[config.mk]
export PLATFORM = sky130hd
export DESIGN_NAME = spiPortTop
export DESIGN_NICKNAME = d
export VERILOG_FILES = /design/src/common/spiPkg.sv /design/src/common/spiSlaveIf.sv /design/src/design/spiPortTop.sv /design/src/design/spiRoleSelect.sv /design/src/spi/spiMasterByte.sv /design/src/spi/spiSlaveRx.sv
export SDC_FILE = /design/constraint.sdc
export NUM_CORES = 1
export LEC_CHECK = 0
export BUFFER_PORTS_ARGS = -buffer_cell sky130_fd_sc_hd__buf_2
export CAP_MARGIN = 20
export CORE_MARGIN = 2
export CORE_UTILIZATION = 43
export CTS_CLUSTER_DIAMETER = 150
export DETAILED_ROUTE_END_ITERATION = 8
export GPL_TIMING_DRIVEN = 0
export PLACE_DENSITY = 0.7
export REMOVE_ABC_BUFFERS = 1
export SLEW_MARGIN = 20
export SYNTH_ARGS = -nofsm -noshare
export SYNTH_HDL_FRONTEND = slang
export SYNTH_SLANG_ARGS = --single-unit
[constraint.sdc]
create_clock -name iSysClk -period 2.99 [get_ports iSysClk]
set_input_delay 0.299 -clock iSysClk [delete_from_list [all_inputs] [get_ports iSysClk]]
set_output_delay 0.299 -clock iSysClk [all_outputs]
set_load 0.01 [all_outputs]
[src/common/spiPkg.sv]
// Shared SPI port definitions
// Sizes for slave words, synchronizers, SCK divider and role capture
// Slave command codes and the received word decode

`default_nettype none

package spiPkg;

	// -------------------------------------------------------------------------
	// Sizes
	// -------------------------------------------------------------------------
	// Slave word and length field
	localparam int lpWordBits   = 32;
	localparam int lpLenBits    = 16;
	// Input pin synchronizer depth
	localparam int lpSyncStages = 3;
	// Master SCK half period in system clocks
	localparam int lpSckHalf    = 4;
	// MOSI update delay after SCK fall
	localparam int lpHoldCycles = 2;
	// Post-reset window for the CS2 role strap
	localparam int lpCapCycles  = 16;

	// -------------------------------------------------------------------------
	// Slave command decode
	// -------------------------------------------------------------------------
	typedef enum logic [1:0]
	{
		cmdNone     = 2'd0,
		cmdCsrWrite = 2'd1,
		cmdCsrRead  = 2'd2,
		cmdMemWrite = 2'd3
	} spiCmd_e;

	// Received word, seen as start address or as command header
	typedef union packed
	{
		logic [lpWordBits-1:0] adrs;
		struct packed
		{
			// Unused upper bits
			logic [5:0]           rsvd;
			spiCmd_e              cmd;
			// Data length in bytes
			logic [lpLenBits-1:0] len;
			// Turnaround byte
			logic [7:0]           dummy;
		} hdr;
	} spiHdrWord_u;

endpackage

`default_nettype wire

[src/common/spiSlaveIf.sv]
// Slave word bundle
// One received data word with its address and frame header fields

`timescale 1ns/1ps
`default_nettype none

interface spiSlaveIf;
	import spiPkg::*;

	// Data word and its auto-incremented address
	logic [lpWordBits-1:0] word;
	logic [lpWordBits-1:0] adrs;
	// Header fields of the current frame
	spiCmd_e               cmd;
	logic [lpLenBits-1:0]  len;
	// One-cycle strobe, no back-pressure
	logic                  wordValid;

	modport rx (output word, adrs, cmd, len, wordValid);
	modport host (input word, adrs, cmd, len, wordValid);
endinterface

`default_nettype wire

[src/design/spiPortTop.sv]
// SPI port top level
// Role strap, slave receiver and master byte engine
// Split in / out / enable pins and host ports

`timescale 1ns/1ps
`default_nettype none

module spiPortTop
(
	input  logic                          iSysClk,
	input  logic                          rst,
	// SPI pins
	input  logic                          sckIn,
	output logic                          sckOut,
	input  logic                          mosiIn,
	output logic                          mosiOut,
	input  logic                          misoIn,
	output logic                          misoOut,
	input  logic                          cs1In,
	output logic                          cs1Out,
	input  logic                          cs2In,
	output logic                          cs2Out,
	output logic                          mstOe,
	output logic                          slvOe,
	// Master host side
	input  logic                          mstCs1,
	input  logic                          mstCs2,
	input  logic [7:0]                    mstTxByte,
	input  logic                          mstTxValid,
	output logic                          mstTxReady,
	output logic [7:0]                    mstRxByte,
	output logic                          mstRxValid,
	output logic                          masterSel,
	// Slave host side
	input  logic [spiPkg::lpWordBits-1:0] slvTxWord,
	output logic [spiPkg::lpWordBits-1:0] slvWord,
	output logic [spiPkg::lpWordBits-1:0] slvAdrs,
	output spiPkg::spiCmd_e               slvCmd,
	output logic [spiPkg::lpLenBits-1:0]  slvLen,
	output logic                          slvWordValid
);

	logic slaveEn;
	logic mstEn;

	spiSlaveIf slvIf ();

	spiRoleSelect roleSel_i
	(
		.iSysClk   (iSysClk),
		.rst       (rst),
		.cs2In     (cs2In),
		.masterSel (masterSel),
		.slaveEn   (slaveEn),
		.mstEn     (mstEn),
		.mstOe     (mstOe),
		.slvOe     (slvOe)
	);

	spiSlaveRx slaveRx_i
	(
		.iSysClk (iSysClk),
		.rst     (rst),
		.slaveEn (slaveEn),
		.sckIn   (sckIn),
		.mosiIn  (mosiIn),
		.cs1In   (cs1In),
		.txWord  (slvTxWord),
		.misoOut (misoOut),
		.rxIf    (slvIf.rx)
	);

	spiMasterByte masterByte_i
	(
		.iSysClk (iSysClk),
		.rst     (rst),
		.mstEn   (mstEn),
		.txByte  (mstTxByte),
		.txValid (mstTxValid),
		.txReady (mstTxReady),
		.rxByte  (mstRxByte),
		.rxValid (mstRxValid),
		.sckOut  (sckOut),
		.mosiOut (mosiOut),
		.misoIn  (misoIn)
	);

	// Chip selects driven straight by the host
	assign cs1Out = mstCs1;
	assign cs2Out = mstCs2;

	// Slave word bundle out to plain host ports
	assign slvWord      = slvIf.word;
	assign slvAdrs      = slvIf.adrs;
	assign slvCmd       = slvIf.cmd;
	assign slvLen       = slvIf.len;
	assign slvWordValid = slvIf.wordValid;

endmodule

`default_nettype wire

[src/design/spiRoleSelect.sv]
// Master / slave role strap
// CS2 synchronizer, post-reset capture window and role latch
// Pin output enables and block enables

`timescale 1ns/1ps
`default_nettype none

module spiRoleSelect
(
	input  logic iSysClk,
	input  logic rst,
	input  logic cs2In,
	output logic masterSel,
	output logic slaveEn,
	output logic mstEn,
	output logic mstOe,
	output logic slvOe
);
	import spiPkg::*;

	logic [lpSyncStages-1:0]            cs2Sync;
	logic [$clog2(lpCapCycles+1)-1:0]   capCnt;
	logic                               capDone;

	always_ff @(posedge iSysClk)
	begin
		if (rst)
		begin
			cs2Sync   <= '0;
			capCnt    <= '0;
			capDone   <= 1'b0;
			masterSel <= 1'b0;
		end
		else
		begin
			cs2Sync <= {cs2Sync[lpSyncStages-2:0], cs2In};
			if (!capDone)
			begin
				if (32'(capCnt) == lpCapCycles - 1)
				begin
					// High strap selects master, held until reset
					capDone   <= 1'b1;
					masterSel <= cs2Sync[lpSyncStages-1];
				end
				else
					capCnt <= capCnt + 1'b1;
			end
		end
	end

	// Everything off during the window
	assign mstEn   = capDone & masterSel;
	assign slaveEn = capDone & ~masterSel;
	// SCK, MOSI and CS pins for master, MISO for slave
	assign mstOe   = mstEn;
	assign slvOe   = slaveEn;

endmodule

`default_nettype wire

[src/spi/spiMasterByte.sv]
// SPI master byte engine, Mode 0
// SCK divider and edge counter
// MOSI shifter with hold delay after each falling edge, MISO capture

`timescale 1ns/1ps
`default_nettype none

module spiMasterByte
(
	input  logic       iSysClk,
	input  logic       rst,
	input  logic       mstEn,
	input  logic [7:0] txByte,
	input  logic       txValid,
	output logic       txReady,
	output logic [7:0] rxByte,
	output logic       rxValid,
	output logic       sckOut,
	output logic       mosiOut,
	input  logic       misoIn
);
	import spiPkg::*;

	logic                                busy;
	logic                                accept;
	// SCK generation
	logic [$clog2(lpSckHalf)-1:0]        divCnt;
	logic                                halfTick;
	logic                                sckReg;
	logic [2:0]                          fallCnt;
	// Hold delay before each MOSI step
	logic                                holdAct;
	logic [$clog2(lpHoldCycles+1)-1:0]   holdCnt;
	logic                                holdDone;
	logic [7:0]                          txShift;
	logic [7:0]                          rxShift;

	assign txReady  = mstEn & ~busy;
	assign accept   = txValid & txReady;
	assign halfTick = busy & (32'(divCnt) == lpSckHalf - 1);
	assign holdDone = holdAct & (32'(holdCnt) == lpHoldCycles - 1);

	// -------------------------------------------------------------------------
	// SCK and byte control
	// -------------------------------------------------------------------------
	always_ff @(posedge iSysClk)
	begin
		if (rst || !mstEn)
		begin
			busy    <= 1'b0;
			divCnt  <= '0;
			sckReg  <= 1'b0;
			fallCnt <= '0;
			holdAct <= 1'b0;
			holdCnt <= '0;
			rxValid <= 1'b0;
		end
		else
		begin
			rxValid <= 1'b0;
			if (accept)
			begin
				// SCK starts low
				busy    <= 1'b1;
				divCnt  <= '0;
				sckReg  <= 1'b0;
				fallCnt <= '0;
			end
			else if (halfTick)
			begin
				divCnt <= '0;
				sckReg <= ~sckReg;
				if (sckReg)
				begin
					fallCnt <= fallCnt + 1'b1;
					if (&fallCnt)
					begin
						// Eighth fall ends the byte
						busy    <= 1'b0;
						rxValid <= 1'b1;
					end
					else
					begin
						holdAct <= 1'b1;
						holdCnt <= '0;
					end
				end
			end
			else if (busy)
				divCnt <= divCnt + 1'b1;

			if (holdDone)
				holdAct <= 1'b0;
			else if (holdAct)
				holdCnt <= holdCnt + 1'b1;
		end
	end

	// -------------------------------------------------------------------------
	// Shifters
	// -------------------------------------------------------------------------
	always_ff @(posedge iSysClk)
	begin
		// MSB on MOSI before the first rise
		if (accept)
			txShift <= txByte;
		else if (holdDone)
			txShift <= {txShift[6:0], 1'b0};

		if (halfTick && !sckReg)
			rxShift <= {rxShift[6:0], misoIn};

		if (halfTick && sckReg && (&fallCnt))
			rxByte <= rxShift;
	end

	assign sckOut  = sckReg;
	assign mosiOut = txShift[7];

endmodule

`default_nettype wire

[src/spi/spiSlaveRx.sv]
// SPI slave receiver, Mode 0
// Pin synchronizers and SCK edge detect
// Address / header / data frame machine with address increment
// MISO word shifter

`timescale 1ns/1ps
`default_nettype none

module spiSlaveRx
(
	input  logic                          iSysClk,
	input  logic                          rst,
	input  logic                          slaveEn,
	input  logic                          sckIn,
	input  logic                          mosiIn,
	input  logic                          cs1In,
	input  logic [spiPkg::lpWordBits-1:0] txWord,
	output logic                          misoOut,
	spiSlaveIf.rx                         rxIf
);
	import spiPkg::*;

	// Synchronizer chains, oldest sample at the top
	logic [lpSyncStages-1:0]         sckSync;
	logic [lpSyncStages-1:0]         mosiSync;
	logic [lpSyncStages-1:0]         csSync;
	logic                            sckRise;
	logic                            sckFall;
	logic                            mosiBit;
	logic                            csActive;
	// Falling edges within the current word
	logic [$clog2(lpWordBits)-1:0]   bitCnt;
	logic                            wordEnd;
	// Frame state, neither flag set means address word
	logic                            hdrPhase;
	logic                            dataPhase;
	// Incoming word and next data address
	spiHdrWord_u                     rxShift;
	logic [lpWordBits-1:0]           nextAdrs;
	logic [lpWordBits-1:0]           txShift;

	// -------------------------------------------------------------------------
	// Pin sampling
	// -------------------------------------------------------------------------
	always_ff @(posedge iSysClk)
	begin
		if (rst)
		begin
			sckSync <= '0;
			// Chip select idles high
			csSync  <= '1;
		end
		else
		begin
			sckSync <= {sckSync[lpSyncStages-2:0], sckIn};
			csSync  <= {csSync[lpSyncStages-2:0], cs1In};
		end
	end

	always_ff @(posedge iSysClk)
	begin
		mosiSync <= {mosiSync[lpSyncStages-2:0], mosiIn};
	end

	// Edges from the two oldest samples
	assign sckRise  = ~sckSync[lpSyncStages-1] & sckSync[lpSyncStages-2];
	assign sckFall  = sckSync[lpSyncStages-1] & ~sckSync[lpSyncStages-2];
	// MOSI taken at the same depth as the newer SCK sample
	assign mosiBit  = mosiSync[lpSyncStages-2];
	assign csActive = slaveEn & ~csSync[lpSyncStages-1];
	// Last falling edge of a 32-bit word
	assign wordEnd  = csActive & sckFall & (&bitCnt);

	// -------------------------------------------------------------------------
	// Frame machine
	// -------------------------------------------------------------------------
	always_ff @(posedge iSysClk)
	begin
		if (rst || !csActive)
		begin
			// CS high aborts the frame
			bitCnt         <= '0;
			hdrPhase       <= 1'b0;
			dataPhase      <= 1'b0;
			rxIf.cmd       <= cmdNone;
			rxIf.len       <= '0;
			rxIf.wordValid <= 1'b0;
		end
		else
		begin
			rxIf.wordValid <= 1'b0;
			if (sckFall)
				bitCnt <= bitCnt + 1'b1;
			if (wordEnd)
			begin
				if (dataPhase)
					rxIf.wordValid <= 1'b1;
				else if (hdrPhase)
				begin
					// Header word, not reported
					hdrPhase  <= 1'b0;
					dataPhase <= 1'b1;
					rxIf.cmd  <= rxShift.hdr.cmd;
					rxIf.len  <= rxShift.hdr.len;
				end
				else
					hdrPhase <= 1'b1;
			end
		end
	end

	// -------------------------------------------------------------------------
	// Data path
	// -------------------------------------------------------------------------
	always_ff @(posedge iSysClk)
	begin
		// MOSI captured on rising SCK, MSB first
		if (csActive && sckRise)
			rxShift.adrs <= {rxShift.adrs[lpWordBits-2:0], mosiBit};

		// Base address from the first word
		if (wordEnd && !hdrPhase && !dataPhase)
			nextAdrs <= rxShift.adrs;

		if (wordEnd && dataPhase)
		begin
			rxIf.word <= rxShift;
			rxIf.adrs <= nextAdrs;
			nextAdrs  <= nextAdrs + lpWordBits'(1);
		end

		// Host word reloaded at each word boundary
		if (!csActive || wordEnd)
			txShift <= txWord;
		else if (sckFall)
			txShift <= {txShift[lpWordBits-2:0], 1'b0};
	end

	assign misoOut = txShift[lpWordBits-1];

endmodule

`default_nettype wire

== After elaboration in Yosys (flattened, before gate mapping) ==
Index checks and enable logic that the tools add are counted.

* Flip-flop bits (word level): 239
* Logic and storage cells: 119
* Input bits: 50
* Output and inout port bits: 101

* Reductions and logical operators: 35
* Mux-type cells: 23
* Equal/unequal tests: 3
* Add/sub/neg operators: 6
* Bitwise logic cells: 24

{| class="wikitable"
|+ Operators by type and width
! kind !! count
|-
| $mux 32 || 4
|-
| $add 32x1->32 const B || 1
|-
| $mux 8 || 2
|-
| $not 1->1 || 13
|-
| $mux 2 || 6
|-
| $reduce_bool 2->1 || 6
|-
| $and 1x1->1 || 11
|-
| $mux 1 || 11
|-
| $add 5x1->5 const B || 2
|-
| $reduce_and 3->1 || 3
|-
| $reduce_and 2->1 || 4
|-
| $logic_and 1x1->1 || 7
|-
| $reduce_or 2->1 || 3
|-
| $eq 5x4->1 const B || 1
|-
| $logic_not 1->1 || 5
|-
| $reduce_and 5->1 || 1
|-
| $add 2x1->2 const B || 2
|-
| $reduce_and 4->1 || 1
|-
| $reduce_or 4->1 || 1
|-
| $add 3x1->3 const B || 1
|-
| $logic_or 1x1->1 || 3
|-
| $reduce_or 3->1 || 1
|-
| $eq 2x1->1 const B || 1
|-
| $eq 2x2->1 const B || 1
|}

== Depth between registers and ports, before layout ==
* Depth in word-level cells: 9
* Mapped depth: 10
* Depth with buffers taken out: 7

== Cells and area by module ==
A second synthesis with hierarchy kept.

* Cell total of the unflattened synthesis: 615
* Area total of the unflattened synthesis: 9100.0 µm²

{| class="wikitable"
|+ By module, submodules not included
! module !! sequential area each (µm²) !! area each (µm²) !! cells an instance !! times used
|-
| spiSlaveRx || 5485.3 || 7363.3 || 485 || 1
|-
| spiMasterByte || 940.9 || 1312.5 || 87 || 1
|-
| spiRoleSelect || 200.2 || 409.1 || 41 || 1
|-
| spiPortTop || 0.0 || 15.0 || 2 || 1
|}

== Least setup slack after synthesis ==
Ideal clock, no wire load.

* Kind: flip-flop to flip-flop
* Start: register slaveRx_i.bitCnt[0]
* End: register slaveRx_i.nextAdrs[0], enable pin
* Arrival: 2.504 ns
* Stages on the path, launching flop included: 6
* Data required time: 2.558 ns
* Setup slack: 0.054 ns
* Buffers on the path: 0
* Path through: dfxtp_1 > ha_1 > and3_1 > ha_1 > nand3_1 > a21oi_1

* Longest elaborated chain between the ends: 5
* Elaborated cells on any way between the ends: 6
* Those cells by class: bitwise (1); reduce/logical (5)

{| class="wikitable"
|+ Ends and longest elaborated chain
! item !! line !! text
|-
| start: declaration || spiSlaveRx.sv:32 || <nowiki>logic [$clog2(lpWordBits)-1:0] bitCnt;</nowiki>
|-
| start signal: assignment || spiSlaveRx.sv:93 || <nowiki>bitCnt <= bitCnt + 1'b1;</nowiki>
|-
| $reduce_and 5->1 (*) || spiSlaveRx.sv:72 || <nowiki>assign wordEnd = csActive & sckFall & (&bitCnt);</nowiki>
|-
| $and 1x1->1 (*) || spiSlaveRx.sv:72 ||
|-
| $logic_and 1x1->1 (2 in series) || spiSlaveRx.sv:122 || <nowiki>if (wordEnd && !hdrPhase && !dataPhase)</nowiki>
|-
| $reduce_bool 2->1 (no line) (*) || -- ||
|-
| end signal: assignment || spiSlaveRx.sv:123 || <nowiki>nextAdrs <= rxShift.adrs;</nowiki>
|-
| end signal: assignment || spiSlaveRx.sv:129 || <nowiki>nextAdrs <= nextAdrs + lpWordBits'(1);</nowiki>
|-
| end: declaration || spiSlaveRx.sv:39 || <nowiki>logic [lpWordBits-1:0] nextAdrs;</nowiki>
|}

Mark *: on every way between the ends. The rest lies on a longest branch, timed or not.
A chain may end at the register's enable or synchronous reset.

== Final worst setup path ==
* Start: register slaveRx_i.bitCnt[0]
* End: register slaveRx_i.nextAdrs[1], data pin

* Longest elaborated chain between the ends: 4

{| class="wikitable"
|+ Ends and longest elaborated chain
! item !! line !! text
|-
| $reduce_and 5->1 || spiSlaveRx.sv:72 ||
|-
| $and 1x1->1 || spiSlaveRx.sv:72 ||
|-
| $logic_and 1x1->1 || spiSlaveRx.sv:125 || <nowiki>if (wordEnd && dataPhase)</nowiki>
|-
| $mux 32 || spiSlaveRx.sv:125 ||
|}

No other way between the ends.

==> results by group <==
Floorplanning
  – Starting density of the core: 0.435
  – Die Footprint: about 22000 sq um
  – Placeable Area: 20800 sq um
  – I/O pin count: ~150
  – Number of placement rows: 53
  – Width of the chip: 149 um
  – Height of the die: 149 um

Setup path
  – Category of the worst setup path launch point: flip-flop
  – Internal reg-to-reg setup slack: 290 ps
  – Data arrival time of the critical path: 2950 ps
  – Peak per-stage delay on the critical path: 440 ps
  – CP Data Required Time: 3240 ps
  – CP max FO: 66
  – Cell-by-cell listing of the critical path: ha_1, and3_1, ha_1, and3_1, nand2_4, inv_12, mux2_2
  – Top cell family by delay on the critical path: simple AND/OR/NAND/NOR gates
  – Critical path capture point type: flip-flop
  – Crit path max-delay cell type: sky130_fd_sc_hd__inv_12
  – Path type of the worst setup path: reg -> reg
  – Number of buffer and inverter instances along the worst setup path: 1

Logic synthesis
  – Post-synth EDFFs: 184
  – Post-synthesis area per instance: 14.6 sq um
  – Seq cells post-synth: ~240
  – Compound-gate portion of the synthesized area: 0.0349
  – Unique cell type count in the Yosys netlist: 49
  – Main combinational cell family by area after synthesis: simple AND/OR/NAND/NOR gates
  – Post-synthesis mux area share: 0.0563
  – Warnings from Yosys: 0
  – Async S/R FF share, synth: 0
  – Netlist area before placement: around 9100 sq um
  – Prevailing post-synth register cell: sky130_fd_sc_hd__edfxtp_1
  – Adder and majority cell fraction of the synthesized area: 0.0124
  – Simple-Gate Fraction of Synth Area: 0.109
  – Xor/xnor cell area share of the yosys netlist: 0.0367
  – Sequential fraction of the synthesis area: 0.731
  – Number of standard cells after synthesis: 622

Route
  – Routed length per placed instance: 15.9 um
  – Final ANT Viol Nets: 0
  – Vias after detailed routing: 5219
  – Total Wirelength: 17000 um
  – DRC viols: 0
  – Number of iterations in the first detailed-routing pass: 7
  – DRC marker count from the first detailed-route iteration: 298
  – Via density per instance: 4.89

Clock tree
  – TritonCTS buffer count: 25
  – Worst-Skew Late Latency: around 500 ps
  – TritonCTS clock tree: done
  – Clk slew on worst S/H paths: 60 ps
  – CTS Buffer Depth: 3
  – Clock sink count: 239
  – Number of levels in the clock H-tree: 1
  – Root Buffer: sky130_fd_sc_hd__clkbuf_16

STA
  – RSZ-0062 raised after global routing: false
  – Final count of hold timing violations: 0
  – Final WS setup: 293 ps
  – Share of the cycle needed by the critical path after routing: 0.902
  – Maximum clock rate: around 0.37 GHz
  – Largest clock skew in the final design: 6.24 ps
  – Period minus WS final: 2700 ps
  – Final-report max-slew violation count: 0
  – Max_slew headroom: 0.366
  – Final setup vio count: 0
  – Slew of the pin with the lowest slew margin: 950 ps

Placed design
  – Estimated wirelength of the detail-placed design: 11300 um
  – Pre-CTS setup slack: -549 ps
  – Post-detailed-placement cell area: 10100 sq um
  – Placer's final routability congestion estimate: 0.735
  – Input/output buffers: 146

Global routing
  – Via count of the first global-routing pass: 5053
  – Largest net degree at the start of global routing: 67
  – Initial antenna violation count: 0
  – First-pass GRT wire length: 26300 um
  – GRT overflow: 0
  – Overall routing resource usage: 0.148

Finish
  – Final design area excluding fillers: 10900 sq um
  – Fraction of final layout cells with drive strength greater than 1: 0.309
  – Diode insertion count for antenna repair: 0
  – Area growth, synth to finish: 20.7%
  – Nets@finish: around 830

Run status
  – Run status: completed

Run
  – Max cap viols: 0

Pwr
  – Leakage: just over 4 nW
  – Largest vdd supply drop: 476 uV
  – Power density relative to cell area: 618 nW/um^2

Min path
  – Classification of the worst-slack hold path: in -> reg
[per-stage QoR]
stage | total power [W] | hold WS (ps) | std cells | setup TNS, ps | utilization
5_1_grt | 0.00697 | 18.9 | 1068 | 0 | 0.525
2_1_floorplan | 0.00368 | 310 | 597 | -143 | -
3_5_place_dp | 0.00372 | 341 | 1020 | -17560 | 0.484
4_1_cts | 0.00683 | 4.58 | 1068 | 0 | 0.525
3_3_place_gp | 0.00371 | 314 | 1018 | -71860 | 0.480
6_report | 0.00676 | 11.4 | 1068 | 0 | 0.525
[where the power goes]
part	total, W	leakage (nW)	internal, W	switching (W)
clock network	0.00312	0.407	0.00190	0.00121
registers	0.00358	2.15	0.00357	0.00000990
logic	0.0000710	1.47	0.0000469	0.0000241
[Yosys cell counts (6+ instances only)]
cell	number	area share
sky130_fd_sc_hd__a21oi_1	21	0.012
sky130_fd_sc_hd__and3_1	7	0.0048
sky130_fd_sc_hd__buf_2	8	0.0044
sky130_fd_sc_hd__clkbuf_1	10	0.0041
sky130_fd_sc_hd__dfxtp_1	55	0.12
sky130_fd_sc_hd__edfxtp_1	184	0.61
sky130_fd_sc_hd__ha_1	9	0.012
sky130_fd_sc_hd__inv_1	9	0.0037
sky130_fd_sc_hd__mux2_2	40	0.050
sky130_fd_sc_hd__mux2i_1	6	0.0066
sky130_fd_sc_hd__nand2_1	85	0.035
sky130_fd_sc_hd__nand3_1	13	0.0072
sky130_fd_sc_hd__nand4_1	9	0.0062
sky130_fd_sc_hd__nor2_1	29	0.012
sky130_fd_sc_hd__nor2b_1	8	0.0055
sky130_fd_sc_hd__nor3_1	9	0.0050
sky130_fd_sc_hd__nor4_1	6	0.0041
sky130_fd_sc_hd__o21ai_0	26	0.014
sky130_fd_sc_hd__o21ai_1	7	0.0039
sky130_fd_sc_hd__xnor2_1	22	0.021
sky130_fd_sc_hd__xor2_1	16	0.015
[final cells by class]
type,count,area [sq um]
fillers,1749,9880
flip-flops and latches,239,6630
multi-input cells,348,2280
repair buffers,151,816
clock buffers,33,666
well taps,275,344
clock inverters,12,158
inverters,10,50.0
[per-layer routing]
layer	vias up	share of wire	global-route usage
met5	-	0	0
met4	0	0.015	0.0319
met3	26	0.076	0.0379
met2	134	0.47	0.247
met1	2501	0.43	0.197
li1	2558	-	-
[kinds of logic (layout without fill, tap and decap cells)]
logic type / after synthesis / in the layout
flops: 239 / 239
simple gates: 195 / 195
compound gates: 60 / 60
mux: 46 / 46
xor+xnor: 38 / 38
buf+inv: 35 / 206
fa+ha+maj: 9 / 9
[sequential cells by signal, summed over array words and instances (netlist names), 2 cells and up]
| name | count |
|---|---|
| slaveRx_i.rxIf.word | 32 |
| roleSel_i.capCnt | 5 |
| masterByte_i.rxShift | 8 |
| slaveRx_i.rxIf.adrs | 32 |
| slaveRx_i.bitCnt | 5 |
| slaveRx_i.rxIf.cmd | 2 |
| slaveRx_i.rxIf.len | 16 |
| masterByte_i.holdCnt | 2 |
| roleSel_i.cs2Sync | 3 |
| slaveRx_i.txShift | 32 |
| masterByte_i.txShift | 8 |
| masterByte_i.rxByte | 8 |
| slaveRx_i.csSync | 3 |
| slaveRx_i.rxShift | 32 |
| masterByte_i.fallCnt | 3 |
| slaveRx_i.sckSync | 3 |
| slaveRx_i.nextAdrs | 32 |
| slaveRx_i.mosiSync | 2 |
| masterByte_i.divCnt | 2 |
[path summary, 6_finish.rpt]
check / from / end / cells past startpoint
worst max register to register: slaveRx_i.bitCnt[0] / slaveRx_i.nextAdrs[1] / 7
worst min register to register: slaveRx_i.mosiSync[0] / slaveRx_i.mosiSync[1] / 0
worst max-delay path: slaveRx_i.bitCnt[0] / slaveRx_i.nextAdrs[1] / 7
worst min-delay path: cs2In / roleSel_i.cs2Sync[0] / 2
[layout by cell type (no fill, tap or decap), types with 3 or more instances in the layout]
cell                            count
sky130_fd_sc_hd__and3_1             7
sky130_fd_sc_hd__ha_1               9
sky130_fd_sc_hd__nand3_1           13
sky130_fd_sc_hd__buf_2            146
sky130_fd_sc_hd__dfxtp_1           55
sky130_fd_sc_hd__xnor2_1           22
sky130_fd_sc_hd__clkbuf_16         25
sky130_fd_sc_hd__nor2_1            29
sky130_fd_sc_hd__clkbuf_1           7
sky130_fd_sc_hd__xor2_1            16
sky130_fd_sc_hd__a21oi_1           20
sky130_fd_sc_hd__nor4_1             6
sky130_fd_sc_hd__mux2_2            40
sky130_fd_sc_hd__nor2b_1            7
sky130_fd_sc_hd__o21ai_0           26
sky130_fd_sc_hd__edfxtp_1         184
sky130_fd_sc_hd__and4_1             4
sky130_fd_sc_hd__dlygate4sd3_1      3
sky130_fd_sc_hd__inv_1              9
sky130_fd_sc_hd__clkinv_2           6
sky130_fd_sc_hd__bufinv_16          4
sky130_fd_sc_hd__nand2_1           84
sky130_fd_sc_hd__nor3_1             9
sky130_fd_sc_hd__mux2i_1            6
sky130_fd_sc_hd__nand4_1            9
sky130_fd_sc_hd__or2_2              4
sky130_fd_sc_hd__o21ai_1            7
[repair_timing]
| action | in CTS | in global routing |
|---|---|---|
| buffers inserted | 0 | 0 |
| endpoints found under the hold margin | 3 | 0 |
| endpoints found under the setup margin | 66 | 2 |
| hold buffers | 3 | 0 |
| resized for setup | 4 | 1 |
Note: power is estimated with default switching activity, not from simulation.
